<file path="src/logic/cpu_pkg.sv">
// --------------------
// shared types for the 16-bit multicycle core; 8-bit branch offset in words
// undefined opcodes execute as no-ops, only the PC advances
// --------------------
package cpu_pkg;

  localparam int unsigned data_w    = 16;             // data and address width
  localparam int unsigned reg_cnt   = 8;              // r0..r7
  localparam int unsigned reg_idx_w = 3;

  localparam logic [data_w-1:0] pc_step  = 16'd2;     // byte addressed, 2 per instr
  localparam logic [data_w-1:0] reset_pc = 16'h0000;

  // instr[15:12]
  typedef enum logic [3:0] {
    op_add = 4'b0000,
    op_sub = 4'b0001,
    op_xor = 4'b0010,
    op_lli = 4'b1010,   // load low immediate, zero extended
    op_b   = 4'b1100,   // pc relative
    op_br  = 4'b1101,   // pc <= rs
    op_hlt = 4'b1111
  } opcode_e;

  // instr[11:9] of a branch
  typedef enum logic [2:0] {
    cond_ne = 3'b000,
    cond_eq = 3'b001,
    cond_gt = 3'b010,
    cond_lt = 3'b011,
    cond_ge = 3'b100,
    cond_le = 3'b101,
    cond_ov = 3'b110,
    cond_al = 3'b111
  } cond_e;

  typedef struct packed {
    opcode_e               opcode;
    logic [reg_idx_w-1:0]  rd;      // also LLI dest
    logic [reg_idx_w-1:0]  rs;      // also BR target reg
    logic [reg_idx_w-1:0]  rt;
    logic [2:0]            spare;
  } r_fmt_t;

  typedef struct packed {
    opcode_e     opcode;
    cond_e       cond;
    logic        spare;
    logic [7:0]  imm;               // branch offset or LLI value
  } b_fmt_t;

  // same fetched word, two views
  typedef union packed {
    r_fmt_t r_fmt;
    b_fmt_t b_fmt;
  } instr_u;

  typedef struct packed {
    logic v;   // bit 2
    logic n;
    logic z;   // bit 0
  } flags_t;

  typedef struct packed {
    logic                  valid;    // high in the exec cycle
    logic [data_w-1:0]     pc;       // pc of the retiring instr
    logic                  wr_en;
    logic [reg_idx_w-1:0]  wr_idx;
    logic [data_w-1:0]     wr_data;
  } retire_t;

endpackage

</file>
<file path="src/logic/fetch_unit.sv">
// --------------------
// one fetch in flight; start is ignored unless idle
// --------------------
`timescale 1ns/1ps

module fetch_unit import cpu_pkg::*; (
  input  logic              clk,
  input  logic              rst,
  input  logic              start,       // one-cycle pulse from core_control
  input  logic [data_w-1:0] pc,
  input  logic              imem_ack,
  input  logic [data_w-1:0] imem_data,
  output logic              imem_req,
  output logic [data_w-1:0] imem_addr,
  output logic              fetch_done,  // pulse, instr valid from here on
  output instr_u            instr
);

  typedef enum logic [1:0] {
    st_idle,
    st_wait_hi,   // req up, waiting for ack
    st_wait_lo    // req down, waiting for ack to drop
  } fetch_state_e;

  fetch_state_e state;

  // handshake control
  always_ff @(posedge clk) begin
    if (rst) begin
      state      <= st_idle;
      imem_req   <= 1'b0;
      fetch_done <= 1'b0;
    end else begin
      fetch_done <= 1'b0;                 // pulse by default
      case (state)
        st_idle: begin
          if (start) begin
            imem_req <= 1'b1;             // addr registered in the same edge
            state    <= st_wait_hi;
          end
        end
        st_wait_hi: begin
          if (imem_ack) begin
            imem_req <= 1'b0;             // data captured below, release req
            state    <= st_wait_lo;
          end
        end
        st_wait_lo: begin
          if (!imem_ack) begin
            fetch_done <= 1'b1;           // full four-phase cycle closed
            state      <= st_idle;
          end
        end
        default: state <= st_idle;
      endcase
    end
  end

  // address and instruction registers
  always_ff @(posedge clk) begin
    if (state == st_idle && start) begin
      imem_addr <= pc;                    // held until the next start
    end
    if (state == st_wait_hi && imem_ack) begin
      instr <= instr_u'(imem_data);
    end
  end

endmodule

</file>
<file path="src/logic/core_control.sv">
// --------------------
// fetch/exec sequencer; halt is sticky until rst
// --------------------
`timescale 1ns/1ps

module core_control import cpu_pkg::*; (
  input  logic   clk,
  input  logic   rst,
  input  logic   fetch_done,
  input  instr_u instr,
  output logic   start,     // kicks fetch_unit
  output logic   exec,      // single execute cycle
  output logic   halted
);

  typedef enum logic [1:0] {
    st_boot,    // first cycle out of reset
    st_fetch,   // fetch in flight
    st_exec,
    st_halt
  } ctrl_state_e;

  ctrl_state_e state;
  logic        is_hlt;

  assign is_hlt = (instr.r_fmt.opcode == op_hlt);

  always_ff @(posedge clk) begin
    if (rst) begin
      state <= st_boot;
      start <= 1'b0;
    end else begin
      start <= 1'b0;                  // one-cycle pulse
      case (state)
        st_boot: begin
          state <= st_fetch;
          start <= 1'b1;              // first req follows on the next edge
        end
        st_fetch: begin
          if (fetch_done) begin
            state <= st_exec;
          end
        end
        st_exec: begin
          if (is_hlt) begin
            state <= st_halt;         // no more fetches
          end else begin
            state <= st_fetch;
            start <= 1'b1;            // pc already updated by then
          end
        end
        st_halt: state <= st_halt;
        default: state <= st_boot;
      endcase
    end
  end

  assign exec   = (state == st_exec);
  assign halted = (state == st_halt);   // rises the cycle after HLT exec

endmodule

</file>
<file path="src/logic/reg_file.sv">
// --------------------
// r0 hardwired to zero, writes to it are dropped
// --------------------
`timescale 1ns/1ps

module reg_file import cpu_pkg::*; (
  input  logic                 clk,
  input  logic                 rst,
  input  logic [reg_idx_w-1:0] rd_idx_a,
  input  logic [reg_idx_w-1:0] rd_idx_b,
  input  logic                 wr_en,
  input  logic [reg_idx_w-1:0] wr_idx,
  input  logic [data_w-1:0]    wr_data,
  output logic [data_w-1:0]    rd_data_a,
  output logic [data_w-1:0]    rd_data_b
);

  logic [data_w-1:0] regs [reg_cnt];

  always_ff @(posedge clk) begin
    if (rst) begin
      for (int i = 0; i < reg_cnt; i++) begin
        regs[i] <= '0;
      end
    end else if (wr_en && wr_idx != '0) begin
      regs[wr_idx] <= wr_data;
    end
  end

  // async reads, no bypass needed since exec never overlaps a read-after-write
  assign rd_data_a = (rd_idx_a == '0) ? '0 : regs[rd_idx_a];
  assign rd_data_b = (rd_idx_b == '0) ? '0 : regs[rd_idx_b];

endmodule

</file>
<file path="src/logic/alu.sv">
// --------------------
// ADD/SUB/XOR update flags, LLI writes without touching them
// --------------------
`timescale 1ns/1ps

module alu import cpu_pkg::*; (
  input  logic                 clk,
  input  logic                 rst,
  input  logic                 exec,
  input  instr_u               instr,
  input  logic [data_w-1:0]    src_a,     // rs
  input  logic [data_w-1:0]    src_b,     // rt
  output logic                 wr_en,
  output logic [reg_idx_w-1:0] wr_idx,
  output logic [data_w-1:0]    wr_data,
  output flags_t               flags
);

  localparam int unsigned msb = data_w - 1;

  logic [data_w-1:0] result;
  logic              ovf;
  logic              writes;     // opcode has a register result
  logic              sets_flags; // arithmetic or logic op

  always_comb begin
    result     = '0;
    ovf        = 1'b0;
    writes     = 1'b0;
    sets_flags = 1'b0;
    case (instr.r_fmt.opcode)
      op_add: begin
        result     = src_a + src_b;
        ovf        = (src_a[msb] == src_b[msb]) && (result[msb] != src_a[msb]);
        writes     = 1'b1;
        sets_flags = 1'b1;
      end
      op_sub: begin
        result     = src_a - src_b;
        ovf        = (src_a[msb] != src_b[msb]) && (result[msb] != src_a[msb]);
        writes     = 1'b1;
        sets_flags = 1'b1;
      end
      op_xor: begin
        result     = src_a ^ src_b;   // v stays clear
        writes     = 1'b1;
        sets_flags = 1'b1;
      end
      op_lli: begin
        result = {{(data_w-8){1'b0}}, instr.b_fmt.imm};
        writes = 1'b1;
      end
      default: ;                      // branches, halt, no-ops
    endcase
  end

  assign wr_en   = exec && writes;
  assign wr_idx  = instr.r_fmt.rd;
  assign wr_data = result;

  // flag register, read by pc_control on the next branch
  always_ff @(posedge clk) begin
    if (rst) begin
      flags <= '0;
    end else if (exec && sets_flags) begin
      flags.v <= ovf;
      flags.n <= result[msb];
      flags.z <= (result == '0);
    end
  end

endmodule

</file>
<file path="src/logic/pc_control.sv">
// --------------------
// PC moves only on exec; offset is sign extended and counted in words
// --------------------
`timescale 1ns/1ps

module pc_control import cpu_pkg::*; (
  input  logic              clk,
  input  logic              rst,
  input  logic              exec,
  input  instr_u            instr,
  input  flags_t            flags,
  input  logic [data_w-1:0] branch_reg_addr,   // rs data
  output logic [data_w-1:0] pc
);

  logic              cond_ok;
  logic [data_w-1:0] pc_plus;     // fall-through
  logic [data_w-1:0] offset;      // sext(imm) << 1
  logic [data_w-1:0] target;
  logic [data_w-1:0] next_pc;

  // condition check against the flags of the last ALU op
  always_comb begin
    case (instr.b_fmt.cond)
      cond_ne: cond_ok = ~flags.z;
      cond_eq: cond_ok = flags.z;
      cond_gt: cond_ok = ~flags.z & ~flags.n;
      cond_lt: cond_ok = flags.n;
      cond_ge: cond_ok = flags.z | ~flags.n;
      cond_le: cond_ok = flags.n | flags.z;
      cond_ov: cond_ok = flags.v;
      cond_al: cond_ok = 1'b1;
      default: cond_ok = 1'b0;
    endcase
  end

  assign pc_plus = pc + pc_step;
  assign offset  = {{(data_w-9){instr.b_fmt.imm[7]}}, instr.b_fmt.imm, 1'b0};
  assign target  = pc_plus + offset;    // relative to pc+2

  always_comb begin
    next_pc = pc_plus;
    case (instr.r_fmt.opcode)
      op_b: begin
        if (cond_ok) begin
          next_pc = target;
        end
      end
      op_br: begin
        if (cond_ok) begin
          next_pc = branch_reg_addr;
        end
      end
      op_hlt:  next_pc = pc;            // parked on the HLT address
      default: next_pc = pc_plus;
    endcase
  end

  always_ff @(posedge clk) begin
    if (rst) begin
      pc <= reset_pc;
    end else if (exec) begin
      pc <= next_pc;
    end
  end

endmodule

</file>
<file path="src/logic/cpu_core.sv">
// --------------------
// top level; imem port is a four-phase req/ack master
// --------------------
`timescale 1ns/1ps

module cpu_core import cpu_pkg::*; (
  input  logic              clk,
  input  logic              rst,
  input  logic              imem_ack,
  input  logic [data_w-1:0] imem_data,
  output logic              imem_req,
  output logic [data_w-1:0] imem_addr,
  output logic              halted,
  output retire_t           retire
);

  logic                 start;
  logic                 exec;
  logic                 fetch_done;
  instr_u               instr;
  logic [data_w-1:0]    pc;
  logic [data_w-1:0]    rd_data_a;     // rs
  logic [data_w-1:0]    rd_data_b;     // rt
  logic                 wr_en;
  logic [reg_idx_w-1:0] wr_idx;
  logic [data_w-1:0]    wr_data;
  flags_t               flags;

  fetch_unit u_fetch (
    .clk, .rst, .start, .pc,
    .imem_ack, .imem_data, .imem_req, .imem_addr,
    .fetch_done, .instr
  );

  core_control u_ctrl (
    .clk, .rst, .fetch_done, .instr,
    .start, .exec, .halted
  );

  reg_file u_regs (
    .clk, .rst,
    .rd_idx_a (instr.r_fmt.rs),
    .rd_idx_b (instr.r_fmt.rt),
    .wr_en, .wr_idx, .wr_data,
    .rd_data_a, .rd_data_b
  );

  alu u_alu (
    .clk, .rst, .exec, .instr,
    .src_a (rd_data_a),
    .src_b (rd_data_b),
    .wr_en, .wr_idx, .wr_data, .flags
  );

  pc_control u_pc (
    .clk, .rst, .exec, .instr, .flags,
    .branch_reg_addr (rd_data_a),     // BR target from rs
    .pc
  );

  // retire pc is the pre-update value, pc loads on the exec edge
  assign retire.valid   = exec;
  assign retire.pc      = pc;
  assign retire.wr_en   = wr_en;
  assign retire.wr_idx  = wr_idx;
  assign retire.wr_data = wr_data;

endmodule

</file>
<file path="config.mk">
export PLATFORM = sky130hd
export DESIGN_NAME = cpu_core
export DESIGN_NICKNAME = d
export VERILOG_FILES = /design/src/logic/cpu_pkg.sv /design/src/logic/fetch_unit.sv /design/src/logic/core_control.sv /design/src/logic/reg_file.sv /design/src/logic/alu.sv /design/src/logic/pc_control.sv /design/src/logic/cpu_core.sv
export SDC_FILE = /design/constraint.sdc
export NUM_CORES = 1
export LEC_CHECK = 0
export ABC_CLOCK_PERIOD_IN_PS = 12400
export BUFFER_PORTS_ARGS = -buffer_cell sky130_fd_sc_hd__buf_2
export CAP_MARGIN = 20
export CORE_MARGIN = 1
export CORE_UTILIZATION = 50
export CTS_BUF_LIST = sky130_fd_sc_hd__clkbuf_4 sky130_fd_sc_hd__clkbuf_8 sky130_fd_sc_hd__clkbuf_16
export DETAILED_ROUTE_END_ITERATION = 8
export PLACE_DENSITY_LB_ADDON = 0.08
export SYNTH_ARGS = -nofsm -noshare
export SYNTH_HDL_FRONTEND = slang
export SYNTH_SLANG_ARGS = --single-unit
</file>
<file path="constraint.sdc">
create_clock -name clk -period 12.4 [get_ports clk]
set_clock_uncertainty 0.05 [all_clocks]
set_input_delay 2.48 -clock clk [delete_from_list [all_inputs] [get_ports clk]]
set_output_delay 2.48 -clock clk [all_outputs]
set_load 0.03 [all_outputs]
</file>
* After elaboration in Yosys (flattened, before gate mapping)
Memory sizes are Yosys's and may differ from the RTL's. A register that Yosys moved wholly into a read port is not among the register bits.
Index checks and enable logic that the tools add are counted.
Widths: inputs -> output; s select.
** Storage, ports and cells
- Register bits after elaboration :: 58
- Memory bits (writable) :: 128
- Logic and storage cells :: 106
- Memories :: 1
- Output and inout bits :: 55
- Input bits :: 19
** Memories
- u_regs.regs :: depth 8, bits a word 16, rd ports 2, clocked after Yosys merged registers in 2, write ports 8, line reg_file.sv:18 : logic [data_w-1:0] regs [reg_cnt];
** Operators by class
- Bitwise operators :: 8
- Reduce and logical (&&, ||, !) cells :: 23
- Mux-type cells :: 33
- Add/subtract/negate cells :: 4
- Equality and inequality tests :: 26
** Operator list (number)
- $mux 16 :: 5
- $pmux 16 s4 :: 1
- $pmux 16 s3 :: 1
- $add 16x16->16 :: 2
- $add 16x2->16 const B :: 1
- $eq 4x4->1 const B :: 4
- $logic_not 16->1 :: 1
- $reduce_or 16->1 :: 1
- $sub 16x16->16 :: 1
- $xor 16x16->16 :: 1
- $eq 3x3->1 const B :: 4
- $mux 1 :: 12
- $mux 2 :: 5
- $logic_not 3->1 :: 3
- $mux 3 :: 3
- $pmux 1 s8 :: 1
- $pmux 2 s4 :: 1
- $logic_and 1x1->1 :: 7
- $eq 2x2->1 const B :: 3
- $eq 3x2->1 const B :: 2
- $ne 2x2->1 const B :: 3
- $pmux 1 s2 :: 3
- $pmux 2 s3 :: 1
- $reduce_and 3->1 :: 2
- other kinds (18) :: 26

* Logic depth before layout (Yosys ltp)
- Depth after elaboration :: 10
- Depth in mapped cells :: 21
- Gate-level depth less buffers :: 17

* Modules after synthesis
Synthesis repeated with hierarchy kept, for this count alone.
** Unflattened totals
- Cell total of the unflattened synthesis :: 1102
- Area, all modules :: 11676.2 um^2
** By module, submodules not included
- reg_file :: area an instance 6212.2 um^2, instances 1, cells each 468, sequential area each 3363.2 um^2
- alu :: area an instance 2182.1 um^2, instances 1, cells each 308, sequential area each 60.1 um^2
- pc_control :: area an instance 2013.2 um^2, instances 1, cells each 264, sequential area each 320.3 um^2
- fetch_unit :: area an instance 1128.6 um^2, instances 1, cells each 48, sequential area each 1041.0 um^2
- core_control :: area an instance 125.1 um^2, instances 1, cells each 12, sequential area each 60.1 um^2
- cpu_core :: area an instance 15.0 um^2, instances 1, cells each 2, sequential area each 0.0 um^2

* Least setup slack after synthesis
Ideal clock, no wire load.
- Kind :: reg2out
- From :: register with a tool-made name
- To :: output port retire[12] in the netlist's numbering
- Stages on the path, launching flop included :: 18
- Buffers on the path :: 3
- Data required time :: 9870 ps
- Slack :: 5335 ps
- Data arrival time :: 4535 ps
- Cells stage by stage :: dfxtp_1 -> clkbuf_1 -> buf_1 -> buf_2 -> mux4_2 -> mux2i_1 -> nor2_1 -> ha_1 -> fa_1 -> nor2b_1 -> o211ai_1 -> a31oi_1 -> a31oi_1 -> o21ai_1 -> a21oi_2 -> o21ai_0 -> a211oi_4 -> inv_2
** RTL lines
- end: declaration :: line cpu_core.sv:14 : output retire_t retire

==> results.md <==
- Status: finished clean
- Cts repair resizes: 0
- First-pass GRT wire length: 52.10 mm
- CTS Sinks: 192
- Worst slew pin tran: 1.216 ns
- Category of the worst setup path capture point: primary output
- Critical Path AT: around 5.2 ns
- Crit Path Class: flop to primary output
- Avg Cell Area, Syn: 10.80 sq um
- Clk root buf: clkbuf_16
- Setup tns final: 0 ns
- Synth async-reset ratio: 0%
- Initial cell density of the core: 50.91%
- EDFF count, synth: 160
- Vias in the first global route: 8746
- Pre-Repair DR Iteration Count: 5
- Post CTS Setup Buffer Count: 0
- Syn-to-layout area delta: 10.61%
- Worst Path Required: 9.87 ns
- Post-Route WL: 34.17 mm
- CTS tree: built
- Routed WL per cell: 22.81 um
- Final period utilization: 62.34%
- Share of cells above drive strength 1: 18.93%
- Worst Hold Class: flop to flop
- H-tree Lvls: 4
- Cells after synthesis: about 1100
- 1st-iter DRT viols: approximately 820
- Total CTS buffers: 17
- Critical Path, Cell by Cell: buf_4 -> mux4_2 -> mux2i_1 -> nor2_1 -> ha_1 -> fa_1 -> nor2b_1 -> o211ai_1 -> a31oi_1 -> a31oi_1 -> o21ai_1 -> a21oi_2 -> o21ai_0 -> a211oi_4 -> inv_2 -> buf_2
- Max FO, Critical Path: 20
- Synth top area cells: edfxtp_1, mux4_2, nor2_1, dfxtp_1, ha_1
- Minimum clock period after layout: 7.730 ns
- I/O Buffers: 73
- Slew HR: a little under a fifth
- Synth Warn #: 0
- F_max: roughly 0.13 GHz
- Util after Layout: 56.31%
- Top Ports: 74
- Via count: roughly 9000
- Drt drc: 0
- Worst skew pair latency: 0.45 ns
- Cell area after synthesis: 0.01191 sq mm
- Core area: 0.02340 sq mm
- MaxCap Viol Count: 0
- Total grt overflow: 0
- CP max-delay cell: dfxtp_2
- Library cells used by synthesis: 82
- Pin count of the biggest net entering global routing: 43
- # hold bufs at CTS: 0
- Antenna violations before repair: 2
- Pwr/cell area: 119.6 mW/mm^2
- Slew Viols, Final: 0
- Post-synth top area cell: edfxtp_1
- Gr usage total: 29.25%
- Register area share after synthesis: 45.70%
- Die height: roughly 160 um
- Layout net count: 1232
- Final Power: 1576 uW
- Delay of the slowest critical-path stage: 0.63 ns
- Num rows: 56
- Clock buffer depth: 2
- Peak supply drop: 0.1021 mV
- Detail Placement HPWL: ~23 mm
- Clock-pin transition on the worst setup and hold timing paths: approximately 0.07 ns
- Via density: 6.013
- Seq cells post-synth: 192
- Post-route ant nets: 0
- Leak: around 0.0052 uW
- Fin. Hold Viols: 0
- Die W: around 160 um
- CP dominant cell by count: a31oi_1
- Top_reg_cell synth: edfxtp_1
- Placer Congestion: 0.9295
- RSZ-0062 raised after global routing: no
- Post-synth top area share: between 40% and 50%
- Critical Path Source Type: flop
- Count of final setup violators: 0
- Die area: 0.02445 sq mm
-- cell families (layout without fill, tap and decap cells) --
logic type,count (synthesis),after routing,synth area share [%]
AND/OR/NAND/NOR,406,406,15.41
flip-flops,192,192,45.70
other,1,17,0.03148
adder cells (fa/ha/maj),48,48,5.230
buffers and inverters,125,185,4.663
multiplexers,89,89,14.22
XOR/XNOR,29,29,2.132
AO/OA/AOI/OAI,213,213,12.61
-- cell usage in the layout, fill, tap and decap left out, types with 7 or more instances in the layout --
cell type,instances
a211oi_1,8
a21o_1,22
a21oi_1,56
and3_1,10
buf_2,73
buf_4,20
clkbuf_16,17
conb_1,16
dfxtp_1,30
edfxtp_1,160
ha_1,45
inv_1,51
inv_2,7
mux2i_1,23
mux4_2,64
nand2_1,101
nand2b_1,28
nand3_1,23
nor2_1,178
nor2b_1,8
nor3_1,23
o211ai_1,16
o21a_1,7
o21ai_0,29
o21ai_1,12
xnor2_1,17
xor2_1,12
-- where the power goes --
part	internal, uW	switching [uW]	total, uW
Clock	271	279	549
Sequential	719	13.6	733
Combinational	106	187	294
-- sequential cells by signal, summed over array words and instances, names as in the netlist, named ones only --
register,flops
u_alu.flags,3
u_ctrl.start,1
u_ctrl.state,2
u_fetch.fetch_done,1
u_fetch.imem_addr,16
u_fetch.imem_req,1
u_fetch.instr,16
u_fetch.state,2
u_pc.pc,16
u_regs.regs,128
-- through the flow --
step                      hold WS (ns)  area (sq um)  cells  setup WS [ns]
after detailed placement        0.4153         12570   1464          5.113
after floorplan                 0.3923         11970   1118          5.335
after global routing            0.4461         13180   1497          4.267
after global placement          0.4074         12570   1464          5.101
final                           0.4168         13180   1498          4.670
after CTS                       0.4160         13150   1496          4.620
-- per-layer routing --
metal	vias to the layer above	wire length [um]	global-route usage, %
met4	0	484	8.123
met1	4488	15360	40.50
met3	41	2306	5.483
li1	4158	-	-
met5	-	0	0
met2	320	16020	47.05
-- area by class of cell --
cell class	count	area, sq um
clock buffer	18	432.9
antenna	1	2.502
clock inverter	14	145.1
multi-input combinational	801	5986
inverter	59	221.5
tap	319	399.1
timing repair buffer	94	543.0
fill	2044	10220
sequential	192	5448
-- worst max-delay path, delay by kind of cell, from the launching register on --
| family | cells | cell delay (ns) |
|---|---|---|
| muxes | 2 | 0.71 |
| and+or+nand+nor | 2 | 0.24 |
| adders and majority gates | 2 | 0.67 |
| AOI/OAI and AO/OA | 7 | 1.79 |
| DFF | 1 | 0.63 |
| buffers and inverters | 3 | 0.68 |
-- synth_stat cells (7+ instances only) --
master	n
nand3_1	23
o21ai_0	29
and3_1	10
o21a_1	7
o21ai_1	12
xor2_1	12
mux2i_1	23
nor2b_1	8
inv_2	7
buf_4	12
nand2b_1	28
mux4_2	64
a211oi_1	8
ha_1	45
xnor2_1	17
edfxtp_1	160
a21o_1	22
a21oi_1	56
nand2_1	101
dfxtp_1	32
o211ai_1	16
nor3_1	25
buf_2	7
clkbuf_1	38
nor2_1	178
inv_1	51
-- path summary, 6_finish.rpt --
check / to / depth (start not counted) / start / slack [ns]
max: retire[12] / 16 / flop / 4.67
min: u_ctrl.state[1] / 2 / u_fetch.fetch_done / 0.42
min reg2reg: u_ctrl.state[1] / 2 / u_fetch.fetch_done / 0.42
max reg2reg: u_alu.flags[0] / 18 / flop / 6.84
No activity file was read; power rests on OpenSTA's default activity.
